**src/board_comm_params.svh**
```systemverilog
`ifndef BOARD_COMM_PARAMS_SVH
`define BOARD_COMM_PARAMS_SVH

// Register bank size in words
`define BC_REG_NUM 16

// Data word width
`define BC_DT_W 32

// Flip-flops in the link acknowledge synchronizer
`define BC_SYNC_STAGES 2

// Network packet length in bytes, op byte plus data
`define BC_PKT_BYTES 5

`endif
```
**src/board_comm_pkg.sv**
```systemverilog
`default_nettype none

`include "board_comm_params.svh"

package board_comm_pkg;

   // Command as it arrives on the strobe
   // Bit 4 of op picks local or network
   typedef struct packed {
      logic [4:0]          op;
      logic [3:0]          dst;
      logic [`BC_DT_W-1:0] dt;
   } src_cmd_t;

   // Command as seen by the executors
   // Op byte is op[3:0] followed by dst
   typedef struct packed {
      logic [7:0]          op;
      logic [`BC_DT_W-1:0] dt;
   } exec_cmd_t;

   // Local operations, codes 4 to 15 are no-ops
   typedef enum logic [3:0] {
      LOC_WR  = 4'd0,
      LOC_ADD = 4'd1,
      LOC_CLR = 4'd2,
      LOC_RD  = 4'd3
   } loc_op_e;

   // Request/acknowledge FSM states
   typedef enum logic [1:0] {IDLE, LOC_REQ, NET_REQ, ACK} cmd_st_e;

   // Packet framer states
   typedef enum logic {TX_IDLE, TX_SEND} tx_st_e;

endpackage

`default_nettype wire

```
**src/board_comm_top.sv**
```systemverilog
`timescale 1ns/10ps
`default_nettype none

`include "board_comm_params.svh"

module board_comm_top (
   input  logic                     src_clk_i,
   input  logic                     src_rst_ni,
   // Command strobe
   input  logic                     src_vld_i,
   input  board_comm_pkg::src_cmd_t src_cmd_i,
   // Link acknowledge, asynchronous
   input  logic                     net_ack_i,
   // Local read return
   output logic                     rd_vld_o,
   output logic [`BC_DT_W-1:0]      rd_dt_o,
   // Packet bytes
   output logic                     net_byte_vld_o,
   output logic [7:0]               net_byte_o,
   // Status
   output logic                     busy_o,
   output logic [7:0]               cmd_cnt_o,
   output logic [7:0]               drop_cnt_o
);

   import board_comm_pkg::*;

   logic      loc_req;
   logic      net_req;
   logic      loc_ack;
   exec_cmd_t exec_cmd;

   //////////////////////////////////////////////////
   // Command acceptance and handshake

   cmd_req_ack u_cmd_req_ack (
      .src_clk_i  (src_clk_i),
      .src_rst_ni (src_rst_ni),
      .src_vld_i  (src_vld_i),
      .src_cmd_i  (src_cmd_i),
      .loc_req_o  (loc_req),
      .net_req_o  (net_req),
      .loc_ack_i  (loc_ack),
      .net_ack_i  (net_ack_i),
      .exec_cmd_o (exec_cmd),
      .busy_o     (busy_o),
      .cmd_cnt_o  (cmd_cnt_o),
      .drop_cnt_o (drop_cnt_o)
   );

   // Local register bank
   loc_cmd_exec u_loc_cmd_exec (
      .src_clk_i  (src_clk_i),
      .src_rst_ni (src_rst_ni),
      .loc_req_i  (loc_req),
      .exec_cmd_i (exec_cmd),
      .loc_ack_o  (loc_ack),
      .rd_vld_o   (rd_vld_o),
      .rd_dt_o    (rd_dt_o)
   );

   // Network packet framer
   net_cmd_tx u_net_cmd_tx (
      .src_clk_i      (src_clk_i),
      .src_rst_ni     (src_rst_ni),
      .net_req_i      (net_req),
      .exec_cmd_i     (exec_cmd),
      .net_byte_vld_o (net_byte_vld_o),
      .net_byte_o     (net_byte_o)
   );

endmodule

`default_nettype wire

```
**src/net_cmd_tx.sv**
```systemverilog
`timescale 1ns/10ps
`default_nettype none

`include "board_comm_params.svh"

module net_cmd_tx (
   input  logic                      src_clk_i,
   input  logic                      src_rst_ni,
   // Request from command block
   input  logic                      net_req_i,
   input  board_comm_pkg::exec_cmd_t exec_cmd_i,
   // Byte stream to the link
   output logic                      net_byte_vld_o,
   output logic [7:0]                net_byte_o
);

   import board_comm_pkg::*;

   localparam int PKT_W = 8 * `BC_PKT_BYTES;
   localparam int CNT_W = $clog2(`BC_PKT_BYTES + 1);

   tx_st_e           tx_st_q;
   logic             net_req_q;
   logic             req_rise_s;
   logic [PKT_W-1:0] shift_q;
   logic [CNT_W-1:0] byte_cnt_q;

   // New packet only on a fresh request
   assign req_rise_s = net_req_i & ~net_req_q;

   //////////////////////////////////////////////////
   // Framer control

   always_ff @(posedge src_clk_i) begin
      if (!src_rst_ni) begin
         net_req_q  <= 1'b0;
         tx_st_q    <= TX_IDLE;
         byte_cnt_q <= '0;
      end else begin
         net_req_q <= net_req_i;
         case (tx_st_q)
            TX_IDLE: begin
               if (req_rise_s) begin
                  tx_st_q    <= TX_SEND;
                  byte_cnt_q <= CNT_W'(`BC_PKT_BYTES);
               end
            end
            TX_SEND: begin
               byte_cnt_q <= byte_cnt_q - 1'b1;
               // Last byte on the wire this cycle
               if (byte_cnt_q == CNT_W'(1)) begin
                  tx_st_q <= TX_IDLE;
               end
            end
            default: tx_st_q <= TX_IDLE;
         endcase
      end
   end

   //////////////////////////////////////////////////
   // Shift register

   // Op byte on top, then dt MSB first
   always_ff @(posedge src_clk_i) begin
      if ((tx_st_q == TX_IDLE) && req_rise_s) begin
         shift_q <= exec_cmd_i;
      end else if (tx_st_q == TX_SEND) begin
         shift_q <= {shift_q[PKT_W-9:0], 8'h00};
      end
   end

   assign net_byte_vld_o = (tx_st_q == TX_SEND);
   assign net_byte_o     = shift_q[PKT_W-1 -: 8];

endmodule

`default_nettype wire

```
**src/loc_cmd_exec.sv**
```systemverilog
`timescale 1ns/10ps
`default_nettype none

`include "board_comm_params.svh"

module loc_cmd_exec (
   input  logic                      src_clk_i,
   input  logic                      src_rst_ni,
   // Request from command block
   input  logic                      loc_req_i,
   input  board_comm_pkg::exec_cmd_t exec_cmd_i,
   output logic                      loc_ack_o,
   // Read return
   output logic                      rd_vld_o,
   output logic [`BC_DT_W-1:0]       rd_dt_o
);

   import board_comm_pkg::*;

   logic [`BC_DT_W-1:0] bank_q [`BC_REG_NUM];
   logic                loc_ack_q;
   logic                exec_s;
   loc_op_e             op_s;
   logic [3:0]          addr_s;
   logic                rd_vld_q;
   logic [`BC_DT_W-1:0] rd_dt_q;

   // Upper nibble of op byte is the operation, lower nibble the word
   assign op_s   = loc_op_e'(exec_cmd_i.op[7:4]);
   assign addr_s = exec_cmd_i.op[3:0];

   //////////////////////////////////////////////////
   // Handshake

   // Ack follows req by one cycle
   always_ff @(posedge src_clk_i) begin
      if (!src_rst_ni) begin
         loc_ack_q <= 1'b0;
      end else begin
         loc_ack_q <= loc_req_i;
      end
   end

   // Edge where ack rises, the one execution slot
   assign exec_s = loc_req_i & ~loc_ack_q;

   //////////////////////////////////////////////////
   // Bank

   always_ff @(posedge src_clk_i) begin
      if (!src_rst_ni) begin
         for (int i = 0; i < `BC_REG_NUM; i++) begin
            bank_q[i] <= '0;
         end
      end else if (exec_s) begin
         case (op_s)
            LOC_WR:  bank_q[addr_s] <= exec_cmd_i.dt;
            // Wraps modulo word width
            LOC_ADD: bank_q[addr_s] <= bank_q[addr_s] + exec_cmd_i.dt;
            LOC_CLR: bank_q[addr_s] <= '0;
            default: ;
         endcase
      end
   end

   // Read strobe, one pulse per read command
   always_ff @(posedge src_clk_i) begin
      if (!src_rst_ni) begin
         rd_vld_q <= 1'b0;
      end else begin
         rd_vld_q <= exec_s & (op_s == LOC_RD);
      end
   end

   // Word as it was before this command
   always_ff @(posedge src_clk_i) begin
      if (exec_s && (op_s == LOC_RD)) begin
         rd_dt_q <= bank_q[addr_s];
      end
   end

   assign loc_ack_o = loc_ack_q;
   assign rd_vld_o  = rd_vld_q;
   assign rd_dt_o   = rd_dt_q;

endmodule

`default_nettype wire

```
**src/cmd_req_ack.sv**
```systemverilog
`timescale 1ns/10ps
`default_nettype none

`include "board_comm_params.svh"

module cmd_req_ack (
   input  logic                     src_clk_i,
   input  logic                     src_rst_ni,
   // Command strobe
   input  logic                     src_vld_i,
   input  board_comm_pkg::src_cmd_t src_cmd_i,
   // Executor handshake
   output logic                     loc_req_o,
   output logic                     net_req_o,
   input  logic                     loc_ack_i,
   input  logic                     net_ack_i,
   output board_comm_pkg::exec_cmd_t exec_cmd_o,
   // Status
   output logic                     busy_o,
   output logic [7:0]               cmd_cnt_o,
   output logic [7:0]               drop_cnt_o
);

   import board_comm_pkg::*;

   cmd_st_e                    cmd_st_q;
   cmd_st_e                    cmd_st_d;
   logic [`BC_SYNC_STAGES-1:0] net_ack_sync_q;
   logic                       ack_s;
   logic                       accept_s;
   exec_cmd_t                  cmd_s;
   exec_cmd_t                  cmd_q;
   logic [7:0]                 cmd_cnt_q;
   logic [7:0]                 drop_cnt_q;

   //////////////////////////////////////////////////
   // Acknowledge path

   // Link ack is asynchronous, shift through the sync chain
   always_ff @(posedge src_clk_i) begin
      if (!src_rst_ni) begin
         net_ack_sync_q <= '0;
      end else begin
         net_ack_sync_q <= {net_ack_sync_q[`BC_SYNC_STAGES-2:0], net_ack_i};
      end
   end

   // Local ack is already synchronous
   assign ack_s = loc_ack_i | net_ack_sync_q[`BC_SYNC_STAGES-1];

   //////////////////////////////////////////////////
   // Request FSM

   // Only an idle block takes a new command
   assign accept_s = src_vld_i & (cmd_st_q == IDLE);

   always_ff @(posedge src_clk_i) begin
      if (!src_rst_ni) begin
         cmd_st_q <= IDLE;
      end else begin
         cmd_st_q <= cmd_st_d;
      end
   end

   always_comb begin
      cmd_st_d  = cmd_st_q;
      loc_req_o = 1'b0;
      net_req_o = 1'b0;
      case (cmd_st_q)
         IDLE: begin
            // Request goes out in the strobe cycle
            if (src_vld_i) begin
               if (src_cmd_i.op[4]) begin
                  cmd_st_d  = LOC_REQ;
                  loc_req_o = 1'b1;
               end else begin
                  cmd_st_d  = NET_REQ;
                  net_req_o = 1'b1;
               end
            end
         end
         LOC_REQ: begin
            // Hold until ack, release in the ack cycle
            if (ack_s) begin
               cmd_st_d = ACK;
            end else begin
               loc_req_o = 1'b1;
            end
         end
         NET_REQ: begin
            if (ack_s) begin
               cmd_st_d = ACK;
            end else begin
               net_req_o = 1'b1;
            end
         end
         ACK: begin
            // Last phase, wait for ack low
            if (!ack_s) begin
               cmd_st_d = IDLE;
            end
         end
         default: cmd_st_d = IDLE;
      endcase
   end

   //////////////////////////////////////////////////
   // Command hold and counters

   assign cmd_s.op = {src_cmd_i.op[3:0], src_cmd_i.dst};
   assign cmd_s.dt = src_cmd_i.dt;

   // Held command, payload only
   always_ff @(posedge src_clk_i) begin
      if (accept_s) begin
         cmd_q <= cmd_s;
      end
   end

   always_ff @(posedge src_clk_i) begin
      if (!src_rst_ni) begin
         cmd_cnt_q  <= '0;
         drop_cnt_q <= '0;
      end else if (accept_s) begin
         cmd_cnt_q  <= cmd_cnt_q + 8'd1;
      end else if (src_vld_i) begin
         // Busy, strobe is lost
         drop_cnt_q <= drop_cnt_q + 8'd1;
      end
   end

   // Bypass in the accept cycle so executors see it with the request
   assign exec_cmd_o = accept_s ? cmd_s : cmd_q;
   assign busy_o     = (cmd_st_q != IDLE);
   assign cmd_cnt_o  = cmd_cnt_q;
   assign drop_cnt_o = drop_cnt_q;

endmodule

`default_nettype wire

```
**config.mk**
```make
export PLATFORM = sky130hd
export DESIGN_NAME = board_comm_top
export DESIGN_NICKNAME = d
export VERILOG_FILES = /design/src/board_comm_pkg.sv /design/src/board_comm_top.sv /design/src/net_cmd_tx.sv /design/src/loc_cmd_exec.sv /design/src/cmd_req_ack.sv
export VERILOG_INCLUDE_DIRS = /design/src /design/src/src
export SDC_FILE = /design/constraint.sdc
export NUM_CORES = 1
export LEC_CHECK = 0
export BUFFER_PORTS_ARGS = -buffer_cell sky130_fd_sc_hd__buf_2
export CAP_MARGIN = 25
export CELL_PAD_IN_SITES_DETAIL_PLACEMENT = 1
export CELL_PAD_IN_SITES_GLOBAL_PLACEMENT = 1
export CORE_ASPECT_RATIO = 0.7
export CORE_UTILIZATION = 52
export DETAILED_ROUTE_END_ITERATION = 12
export GPL_TIMING_DRIVEN = 0
export PLACE_DENSITY_LB_ADDON = 0.1
export SYNTH_ARGS = -nofsm -noshare
export SYNTH_HDL_FRONTEND = slang
export SYNTH_SLANG_ARGS = --single-unit
```
**constraint.sdc**
```tcl
create_clock -name src_clk_i -period 9 [get_ports src_clk_i]
set_input_delay 2.25 -clock src_clk_i [delete_from_list [all_inputs] [get_ports src_clk_i]]
set_output_delay 2.25 -clock src_clk_i [all_outputs]
set_load 0.03 [all_outputs]
```
==> results of run 1 <==
## stage by stage
stage / hold WS [ps] / TNS, ps / instance area [um2]
2_1_floorplan: 411.9 / 0 / 29530
3_3_place_gp: 422.5 / -9671 / 30970
3_5_place_dp: 456.9 / -22900 / 31390
4_1_cts: 474.1 / 0 / 33400
5_1_grt: 500.2 / 0 / 33450
6_report: 464.9 / 0 / 33450
## critical path, delay by kind of cell
kind                     cells  cell delay (ps)
AND/OR/NAND/NOR              5              840
adder cells (fa/ha/maj)      1              380
multiplexers                 1              340
AO/OA/AOI/OAI                7             2910
buffers and inverters        6             2490
## path summary, 6_finish.rpt
kind	from	to	slack (ps)	depth (start not counted)
worst max-delay path	src_vld_i	u_loc_cmd_exec.bank_q[1][20]	100	20
worst min-delay path	u_cmd_req_ack.net_ack_sync_q[0]	u_cmd_req_ack.net_ack_sync_q[1]	460	1
worst max register to register	u_cmd_req_ack.cmd_st_q[1]	u_loc_cmd_exec.bank_q[1][20]	1060	21
worst min register to register	u_cmd_req_ack.net_ack_sync_q[0]	u_cmd_req_ack.net_ack_sync_q[1]	460	1
## registers in the layout, summed over array words and instances, names as in the netlist
name	count
u_cmd_req_ack.cmd_q	40
u_cmd_req_ack.drop_cnt_o	8
u_loc_cmd_exec.rd_dt_o	32
u_net_cmd_tx.net_byte_vld_o	1
u_cmd_req_ack.cmd_st_q	2
u_loc_cmd_exec.bank_q	512
u_net_cmd_tx.shift_q	40
u_cmd_req_ack.cmd_cnt_o	8
u_net_cmd_tx.byte_cnt_q	3
u_net_cmd_tx.net_req_q	1
u_loc_cmd_exec.rd_vld_o	1
u_loc_cmd_exec.loc_ack_o	1
u_cmd_req_ack.net_ack_sync_q	2
## cells in the final DEF (no fill, tap or decap), drive strengths merged, types with 3 or more instances in the layout
| master | Yosys | routed |
|---|---|---|
| edfxtp | 584 | 584 |
| clkinv | 1 | 27 |
| and2 | 9 | 9 |
| a311oi | 3 | 3 |
| nand3 | 35 | 35 |
| mux4 | 124 | 124 |
| a22oi | 11 | 11 |
| and3 | 46 | 46 |
| nor2 | 526 | 526 |
| a21boi | 4 | 4 |
| a211oi | 22 | 22 |
| mux2i | 30 | 30 |
| a21oi | 35 | 35 |
| nand4 | 9 | 9 |
| xor2 | 16 | 16 |
| clkbuf | 99 | 185 |
| o21ai | 48 | 48 |
| o211ai | 16 | 16 |
| dfxtp | 67 | 67 |
| nor2b | 8 | 8 |
| inv | 41 | 46 |
| a32oi | 3 | 3 |
| a31oi | 40 | 40 |
| nor4 | 5 | 5 |
| a21o | 20 | 20 |
| buf | 62 | 187 |
| or3 | 9 | 9 |
| o21bai | 5 | 5 |
| nor3 | 23 | 23 |
| nand2 | 302 | 302 |
| xnor2 | 19 | 19 |
| o21a | 4 | 4 |
| ha | 41 | 41 |
## metal layers
metal | track usage | vias up
met3 | 0.09002 | 149
li1 | - | 8717
met5 | 0 | -
met4 | 0.1007 | 2
met1 | 0.4808 | 10527
met2 | 0.4964 | 1019
## layout make-up
type / count / area [um2] / share of cell area
Clock inverter: 34 / 247.7 / 0.007407
Timing Repair Buffer: 127 / 919.6 / 0.02749
Inverter: 42 / 157.7 / 0.004713
Clock buffer: 85 / 1765 / 0.05278
Buffer: 161 / 760.7 / 0.02274
Tap cell: 740 / 925.9 / 0.02768
Multi-Input combinational cell: 1439 / 9793 / 0.2928
Sequential cell: 651 / 18880 / 0.5644
## repair_timing
action,CTS,global route
buffers inserted,0,0
gates resized for setup,0,6
setup endpoints to repair,0,49
## where the power goes
part | switching, mW | internal, mW
clock | 1.20 | 1.45
sequential | 0.121 | 3.73
combinational | 4.19 | 1.96
total | 5.50 | 7.15
## kinds of logic (layout without fill, tap and decap cells)
kind of cell    count (synthesis)  after routing  share of synthesized area
compound gates                225            225                    0.05678
xor+xnor                       35             35                    0.01038
fa+ha+maj                      42             42                    0.01805
buf+inv                       203            449                    0.03085
flops                         651            651                     0.6393
mux                           154            154                     0.1047
simple gates                  983            983                     0.1399
==> flow_summary_export.csv, run 1 <==
group,metric,value,unit
status,outcome,"completed",
grt,grt-ovfl-total,0,
route,first_pass_iters,5,
cells_and_area,fillers,5492,
placed_design,dp.cells,3156,
route,wl_met2,42650,um
cts,root_buffer,"clkbuf_16",
power,power.density,378.2,nW/um2
worst_setup_path,critPathRequiredTime,9330,ps
yosys,synth_enable_flop_cells,584,
worst_setup_path,worstPathCellList,"buf_2 -> and3_1 -> a21oi_4 -> inv_2 -> buf_2 -> buf_1 -> clkdlybuf4s15_1 -> mux4_2 -> nand2_1 -> a31oi_1 -> ha_1 -> nand3_1 -> o2111ai_1 -> nand3_1 -> a21o_1 -> a21oi_1 -> o21ai_0 -> a31oi_1 -> buf_2 -> nor2_1",
placed_design,portBuffers,102,
min_path,worstHoldPathType,"reg -> reg",
timing,setup_ws,95.22,ps
cts,hold_buffers,0,
cts,cts-buffers-inserted,66,
cts,tritoncts,"done",
yosys,ys_types,72,
grt,grt_max_degree,42,
yosys,synth_top_area_frac,0.5939,
worst_setup_path,worstSetupStartpointType,"primary input",
route,wl,94820,um
timing,max_freq,112.3,MHz
grt,grt_pass1_wl,138400,um
yosys,synthArstFlopShare,0,
cells_and_area,area_growth_syn_to_layout,13.27,%
grt,antenna_found_initial,3,
cts,htree_levels,3,
cts,clock_path_buffers,3,
yosys,syn_area_per_cell,12.88,um2
yosys,synth_largest_area_cell,"edfxtp_1",
route,drc,0,
timing,fin_crit,8905,ps
power,p_leak,12.71,nW
die,dieHeight,201.4,um
power,vdd_drop_max,262.5,uV
timing,rsz0062_at_grt,"no",
yosys,synthTopCellsByArea,"edfxtp_1 59%, mux4_2 9.5%, nor2_1 6.5%",
yosys,yosys-top-cells-count,"584 x edfxtp_1, 514 x nor2_1, 301 x nand2_1",
timing,post-route-period-util,0.9894,
worst_setup_path,cp_max_fo,10,
worst_setup_path,path_class,"in -> reg",
route,top_layer_used,"met5",
timing,relSlewSlack,0.2734,
yosys,syn_nets,2380,
cells_and_area,post-route-util,0.6008,
yosys,yosys_warnings,0,
route,wire_per_inst,28.92,um
route,dr_total_vias,20414,
route,drt-initial-drc-count,2289,
die,core,55670,um2
grt,first_global_vias,21219,
worst_setup_path,crit_slowest_cell,"a31oi_1",
timing,worst_slew_pin_slew,1090,ps
cells_and_area,drive_gt1_frac,0.1847,
timing,final_hold_viol_count,0,
power,p_total,12.65,mW
timing,fin_worst_skew,24.58,ps
cells_and_area,fin_nets,2575,
route,met1_length,39410,um
route,antenna_left,0,
cts,clk_latency,620,ps
route,via_per_inst,6.226,
placed_design,preCtsSetupSlack,-426.4,ps
worst_setup_path,slowest_delay,850,ps
yosys,synth-seq-cells,651,
worst_setup_path,critPathCaptureType,"register",
die,start_util,0.5304,
worst_setup_path,crit_top_cell,"buf_2",
cells_and_area,instances_no_fill,3279,
die,die-area,57760,um2
placed_design,place_congestion,0.9549,
yosys,ys_seq_area_frac,0.6393,
yosys,synth-main-ff-cell,"edfxtp_1",
die,rows,72,
job,cap_violations,0,
timing,slew_violations,0,
timing,finalSetupViolations,0,
cts,clk_pin_slew,60,ps
cells_and_area,diodes,0,
route,dr_wl_met3,10050,um
yosys,synthCells,2293,
worst_setup_path,arrival,9230,ps
cts,cts_sinks,651,
yosys,syn_area,29530,um2
die,die_w,286.8,um
yosys,synth_most_common_cell,"edfxtp_1",
die,io_pins,104,
grt,grt_usage,0.3335,
placed_design,dp_hpwl,69740,um
Power figures use the tool's default switching activity.
==> run 2: changes to the inputs <==
==> constraint.sdc (replaced) <==
create_clock -name src_clk_i -period 9 [get_ports src_clk_i]
set_input_delay 0.9 -clock src_clk_i [delete_from_list [all_inputs] [get_ports src_clk_i]]
set_output_delay 0.9 -clock src_clk_i [all_outputs]
set_load 0.03 [all_outputs]
==> run 2 against run 1 <==
Core utilization hardly changed. Fmax rose by 9.3%. Highest routed layer unchanged. Hold slack about the same.
==> flow_summary_export.csv, run 2 (synthesis results as in run 1) <==
group,metric,value,unit
grt,grt_usage,0.3335,
worst_setup_path,arrival,8470,ps
timing,fin_crit,8145,ps
cts,root_buffer,"clkbuf_16",
power,seqPwrFrac,0.305,
timing,setup_total_negative_slack,0,ps
power,vdd_drop_max,260.9,uV
timing,relSlewSlack,0.2586,
route,wl,94700,um
status,outcome,"completed",
power,power.density,377.6,nW/um2
power,p_leak,12.70,nW
power,comb_power_share,0.485,
min_path,worstHoldPathType,"reg -> reg",
timing,post-route-period-util,0.9050,
placed_design,place_congestion,0.9549,
cts,tritoncts,"done",
cts,cts_setup_buffers,0,
cts,clock_path_buffers,3,
cts,post_cts_resized,0,
power,p_total,12.62,mW
cts,clk_latency,620,ps
timing,max_freq,122.8,MHz
cts,hold_buffers,0,
grt,grt-ovfl-total,0,
route,wire_per_inst,28.88,um
grt,grt_pass1_wl,138400,um
timing,finalSetupViolations,0,
grt,first_global_vias,21219,
timing,rsz0062_at_grt,"no",
timing,final_hold_viol_count,0,
cts,cts_sinks,651,
route,antenna_left,0,
cells_and_area,top_regs,"u_loc_cmd_exec.bank_q: 512 flops, u_cmd_req_ack.cmd_q: 40 flops, u_net_cmd_tx.shift_q: 40 flops",
cells_and_area,fillers,5498,
power,p_int,7.141,mW
die,dieHeight,201.4,um
die,die_w,286.8,um
grt,grt_max_degree,42,
cells_and_area,final_common_cell,"edfxtp_1",
cts,cts-buffers-inserted,66,
grt,antenna_found_initial,3,
power,netSwitchingPower,5.484,mW
worst_setup_path,worstSetupStartpointType,"register",
cells_and_area,multi_input_area,9787,um2
die,io_pins,104,
cells_and_area,final_cell_mix,"584 x edfxtp_1, 514 x nor2_1, 285 x nand2_1",
placed_design,dp.cells,3156,
die,core,55670,um2
worst_setup_path,path_class,"reg -> reg",
die,rows,72,
die,die-area,57760,um2
timing,fin_worst_skew,25.70,ps
cts,clk_pin_slew,60,ps
route,via_per_inst,6.237,
placed_design,dp_hpwl,69740,um
worst_setup_path,r2r_cells,21,
cells_and_area,fin_nets,2575,
timing,worst_slew_pin_slew,1112,ps
job,cap_violations,0,
power,switching_share,0.4344,
cells_and_area,area_growth_syn_to_layout,13.22,%
route,drc,0,
placed_design,preCtsSetupSlack,923.6,ps
cells_and_area,largest_reg_flops,512,
min_path,whs_path_depth,1,
route,first_pass_iters,5,
cells_and_area,top_register,"u_loc_cmd_exec.bank_q",
timing,slew_violations,0,
worst_setup_path,rrSetupSlack,860,ps
cells_and_area,instances_no_fill,3279,
worst_setup_path,critPathCaptureType,"register",
cells_and_area,ff_latch_area,18880,um2
worst_setup_path,cp_max_fo,10,
cells_and_area,drive_gt1_frac,0.1839,
die,start_util,0.5304,
route,drt-initial-drc-count,2231,
cts,htree_levels,3,
cells_and_area,diodes,0,
route,dr_total_vias,20452,
placed_design,portBuffers,102,
timing,setup_ws,855.3,ps
power,p_clk_frac,0.210,
worst_setup_path,critPathRequiredTime,9330,ps
-- run 2: changes by cell type in the layout (fill, tap and decap cells not counted), sizes merged --
cell	change
clkdlybuf4s15	-1
clkbuf	+1
-- run 2: critical path, stage by stage, from the launching register on --
cell	delay, ps
dfxtp_1	340
inv_1	130
ha_1	370
and3_1	270
a21oi_4	90
inv_2	110
buf_2	260
buf_1	720
clkbuf_1	760
mux4_2	350
nand2_1	60
a31oi_1	850
fa_1	400
a21oi_1	150
o2111ai_1	530
nand3_1	310
a21o_1	270
a21oi_1	370
o21ai_0	150
a31oi_1	850
buf_2	390
nor2_1	90
-- run 2: layout make-up --
class	instances	area share
inverters	42	0.004715
flip-flops and latches	651	0.5646
well taps	740	0.02769
repair buffers	127	0.02751
clock inverters	34	0.007410
multi-input cells	1439	0.2927
plain buffers	161	0.02253
clock buffers	85	0.05280
-- run 2: stage by stage --
step	hold slack [ps]	utilization	area, um2
floorplan	411.9	-	29530
global placement	422.5	0.5562	30970
detailed placement	456.9	0.5637	31390
CTS	474.1	0.5999	33400
global route	498.3	0.6005	33430
finish	465.3	0.6005	33430
-- run 2: routing by layer --
metal,GRT usage,vias up,part of all wire
li1,-,8717,-
met1,0.4808,10548,0.41
met2,0.4964,1031,0.45
met3,0.09002,154,0.11
met4,0.1007,2,0.029
met5,0,-,0.00019
-- run 2: final timing paths --
kind | start | end
worst max-delay path | u_cmd_req_ack.cmd_st_q[1] | u_loc_cmd_exec.bank_q[1][20]
worst min register to register | u_cmd_req_ack.net_ack_sync_q[0] | u_cmd_req_ack.net_ack_sync_q[1]
worst min-delay path | u_cmd_req_ack.net_ack_sync_q[0] | u_cmd_req_ack.net_ack_sync_q[1]
worst max register to register | u_cmd_req_ack.cmd_st_q[1] | u_loc_cmd_exec.bank_q[1][20]
-- run 2: power groups by stage --
| stage | clock, mW | combinational [mW] | sequential [mW] |
|---|---|---|---|
| finish | 2.65 | 6.12 | 3.86 |
| global route | 2.77 | 6.46 | 3.88 |
| CTS | 2.67 | 5.98 | 3.85 |
| detailed placement | 0 | 5.93 | 3.91 |
| global placement | 0 | 5.68 | 3.90 |
| floorplan | 0 | 3.85 | 3.90 |
==> run 3: changes to the inputs <==
Settings changed: CORE_ASPECT_RATIO 0.7 to 1.1, CORE_UTILIZATION 52 to 47.
Clock period 9 ns to 7 ns, I/O delays scaled along.
==> run 3 against run 2 <==
Count of clock-buffer cells in the layout grew 1. Largest power group unchanged. Final area grew 1.1%. Critical path type unchanged. Cell count grew 2.9%.
==> flow_summary_export.csv, run 3 (synthesis results as in run 1) <==
group,metric,value,unit
worst_setup_path,path_class,"reg -> reg",
worst_setup_path,cp_max_fo,10,
die,dieHeight,264.9,um
timing,setup_ws,78.11,ps
timing,fin_worst_skew,23.31,ps
cts,tritoncts,"done",
timing,relSlewSlack,0.2481,
timing,fin_crit,6922,ps
worst_setup_path,critPathCaptureType,"register",
grt,grt_usage,0.2963,
placed_design,dpl_cell_area,31440,um2
cells_and_area,top_register,"u_loc_cmd_exec.bank_q",
die,start_util,0.4746,
cells_and_area,largest_reg_flops,512,
route,first_pass_iters,6,
timing,hold-worst-slack,304.9,ps
worst_setup_path,r2r_cells,21,
cts,clk_latency,630,ps
min_path,worstHoldPathType,"in -> reg",
worst_setup_path,r2r_end,"u_loc_cmd_exec.bank_q[12][31]",
cts,clock_path_buffers,3,
cells_and_area,drive_gt1_frac,0.1921,
power,p_total,16.46,mW
cells_and_area,final_common_cell,"edfxtp_1",
cts,clk_pin_slew,60,ps
cts,root_buffer,"clkbuf_16",
placed_design,place_congestion,0.9183,
cts,htree_levels,3,
route,via_per_inst,5.849,
power,power.density,487.2,nW/um2
die,core,62220,um2
placed_design,dp.cells,3246,
route,drt-initial-drc-count,1584,
worst_setup_path,rrSetupSlack,80,ps
cts,hold_buffers,0,
placed_design,dp_hpwl,68770,um
worst_setup_path,worstSetupStartpointType,"register",
cells_and_area,instances_no_fill,3374,
die,io_pins,104,
job,cap_violations,0,
route,wire_per_inst,27.65,um
cells_and_area,final_area,33790,um2
placed_design,portBuffers,102,
timing,post-route-period-util,0.9888,
cells_and_area,top_regs,"u_loc_cmd_exec.bank_q: 512 flops, u_cmd_req_ack.cmd_q: 40 flops, u_net_cmd_tx.shift_q: 40 flops",
min_path,worstHoldStart,"net_ack_i",
worst_setup_path,arrival,7270,ps
route,wl,93280,um
timing,slew_violations,0,
worst_setup_path,regToRegStartpoint,"u_cmd_req_ack.cmd_st_q[0]",
cells_and_area,diodes,0,
min_path,whs_path_depth,2,
cells_and_area,area_growth_syn_to_layout,14.44,%
timing,worst_slew_pin_slew,1123,ps
grt,grt-ovfl-total,0,
placed_design,preCtsSetupSlack,-829.7,ps
timing,final_hold_viol_count,0,
status,outcome,"completed",
grt,grt_pass1_wl,135200,um
cells_and_area,final_cell_mix,"584 x edfxtp_1, 514 x nor2_1, 285 x nand2_1",
grt,antenna_found_initial,0,
timing,finalSetupViolations,0,
timing,rsz0062_at_grt,"yes",
power,p_leak,12.81,nW
timing,max_freq,144.5,MHz
cells_and_area,fin_nets,2576,
route,dr_total_vias,19736,
cts,cts_sinks,651,
route,drc,0,
min_path,holdPathEnd,"u_cmd_req_ack.net_ack_sync_q[0]",
grt,first_global_vias,20623,
worst_setup_path,critPathRequiredTime,7350,ps
route,antenna_left,0,
cts,cts-buffers-inserted,70,
power,vdd_drop_max,337.0,uV
die,die_w,241.0,um
die,die-area,63840,um2
grt,grt_max_degree,42,
die,rows,96,
==> run 3: cell types whose count changed in the layout (fill, tap and decap cells not counted), sizes merged <==
cell,previous run,this run
clkinv,27,28
inv,46,45
clkbuf,186,191
clkdlybuf4s15,0,1
buf,187,179
bufinv,2,6
==> run 3: per-stage QoR <==
step                      TNS, ps    util
after CTS                       0  0.5418
after floorplan                 0       -
after detailed placement  -104400  0.5053
after global placement    -115770  0.4996
after global routing        -1831  0.5431
final                           0  0.5431
==> run 3: layout make-up <==
type	instances	area (um2)
multi-input cells	1439	9844
plain buffers	161	790.8
clock buffers	86	1833
flip-flops and latches	651	18880
clock inverters	38	394.1
inverters	42	157.7
repair buffers	124	853.3
fillers	6306	28430
well taps	833	1042
==> run 3: how the worst max path moves through the flow <==
stage                              start                       endpoint  slack (ps)  depth (start not counted)
2_1_floorplan                  src_vld_i   u_loc_cmd_exec.bank_q[6][30]        1680                         20
3_3_place_gp                   src_vld_i   u_loc_cmd_exec.bank_q[6][20]        -780                         20
3_5_place_dp                   src_vld_i   u_loc_cmd_exec.bank_q[3][27]        -830                         20
4_1_cts        u_cmd_req_ack.cmd_st_q[0]   u_loc_cmd_exec.bank_q[4][13]          20                         20
5_1_grt        u_cmd_req_ack.cmd_st_q[0]   u_loc_cmd_exec.bank_q[3][29]        -120                         21
6_report       u_cmd_req_ack.cmd_st_q[0]  u_loc_cmd_exec.bank_q[12][31]          80                         21
==> run 3: power by group <==
part / leakage (nW) / internal [mW] / switching (mW)
Sequential: 6.52 / 4.80 / 0.143
Clock: 1.09 / 2.10 / 1.57
Combinational: 5.20 / 2.54 / 5.30
Total: 12.8 / 9.45 / 7.02
==> run 3: metal layers <==
metal | wire length, um | vias to the layer above | GRT usage
li1 | - | 8714 | -
met1 | 36210 | 10213 | 0.3669
met2 | 48630 | 657 | 0.5231
met3 | 5047 | 152 | 0.03780
met4 | 3385 | 0 | 0.1168
met5 | 0 | - | 0
==> run 3: worst max-delay path, cell delays in order, from the launching register on <==
cell and delay, ps:
dfxtp_1 330, inv_1 130, ha_1 350, and3_1 270
a21oi_4 90, inv_2 120, buf_2 270, buf_2 380
clkdlybuf4s15_1 730, mux4_2 360, nand2_1 80, a31oi_1 670
ha_1 390, a21oi_1 110, o21ai_0 300, a31oi_1 160
o22a_1 250, a311oi_1 540, o21ai_0 290, a31oi_4 430
buf_4 300, nor3_2 70
==> run 3: repair_timing <==
item,in CTS,in global routing
setup buffers,0,3
pin swaps,0,2
endpoints found under the setup margin,266,133
resized for setup,12,21
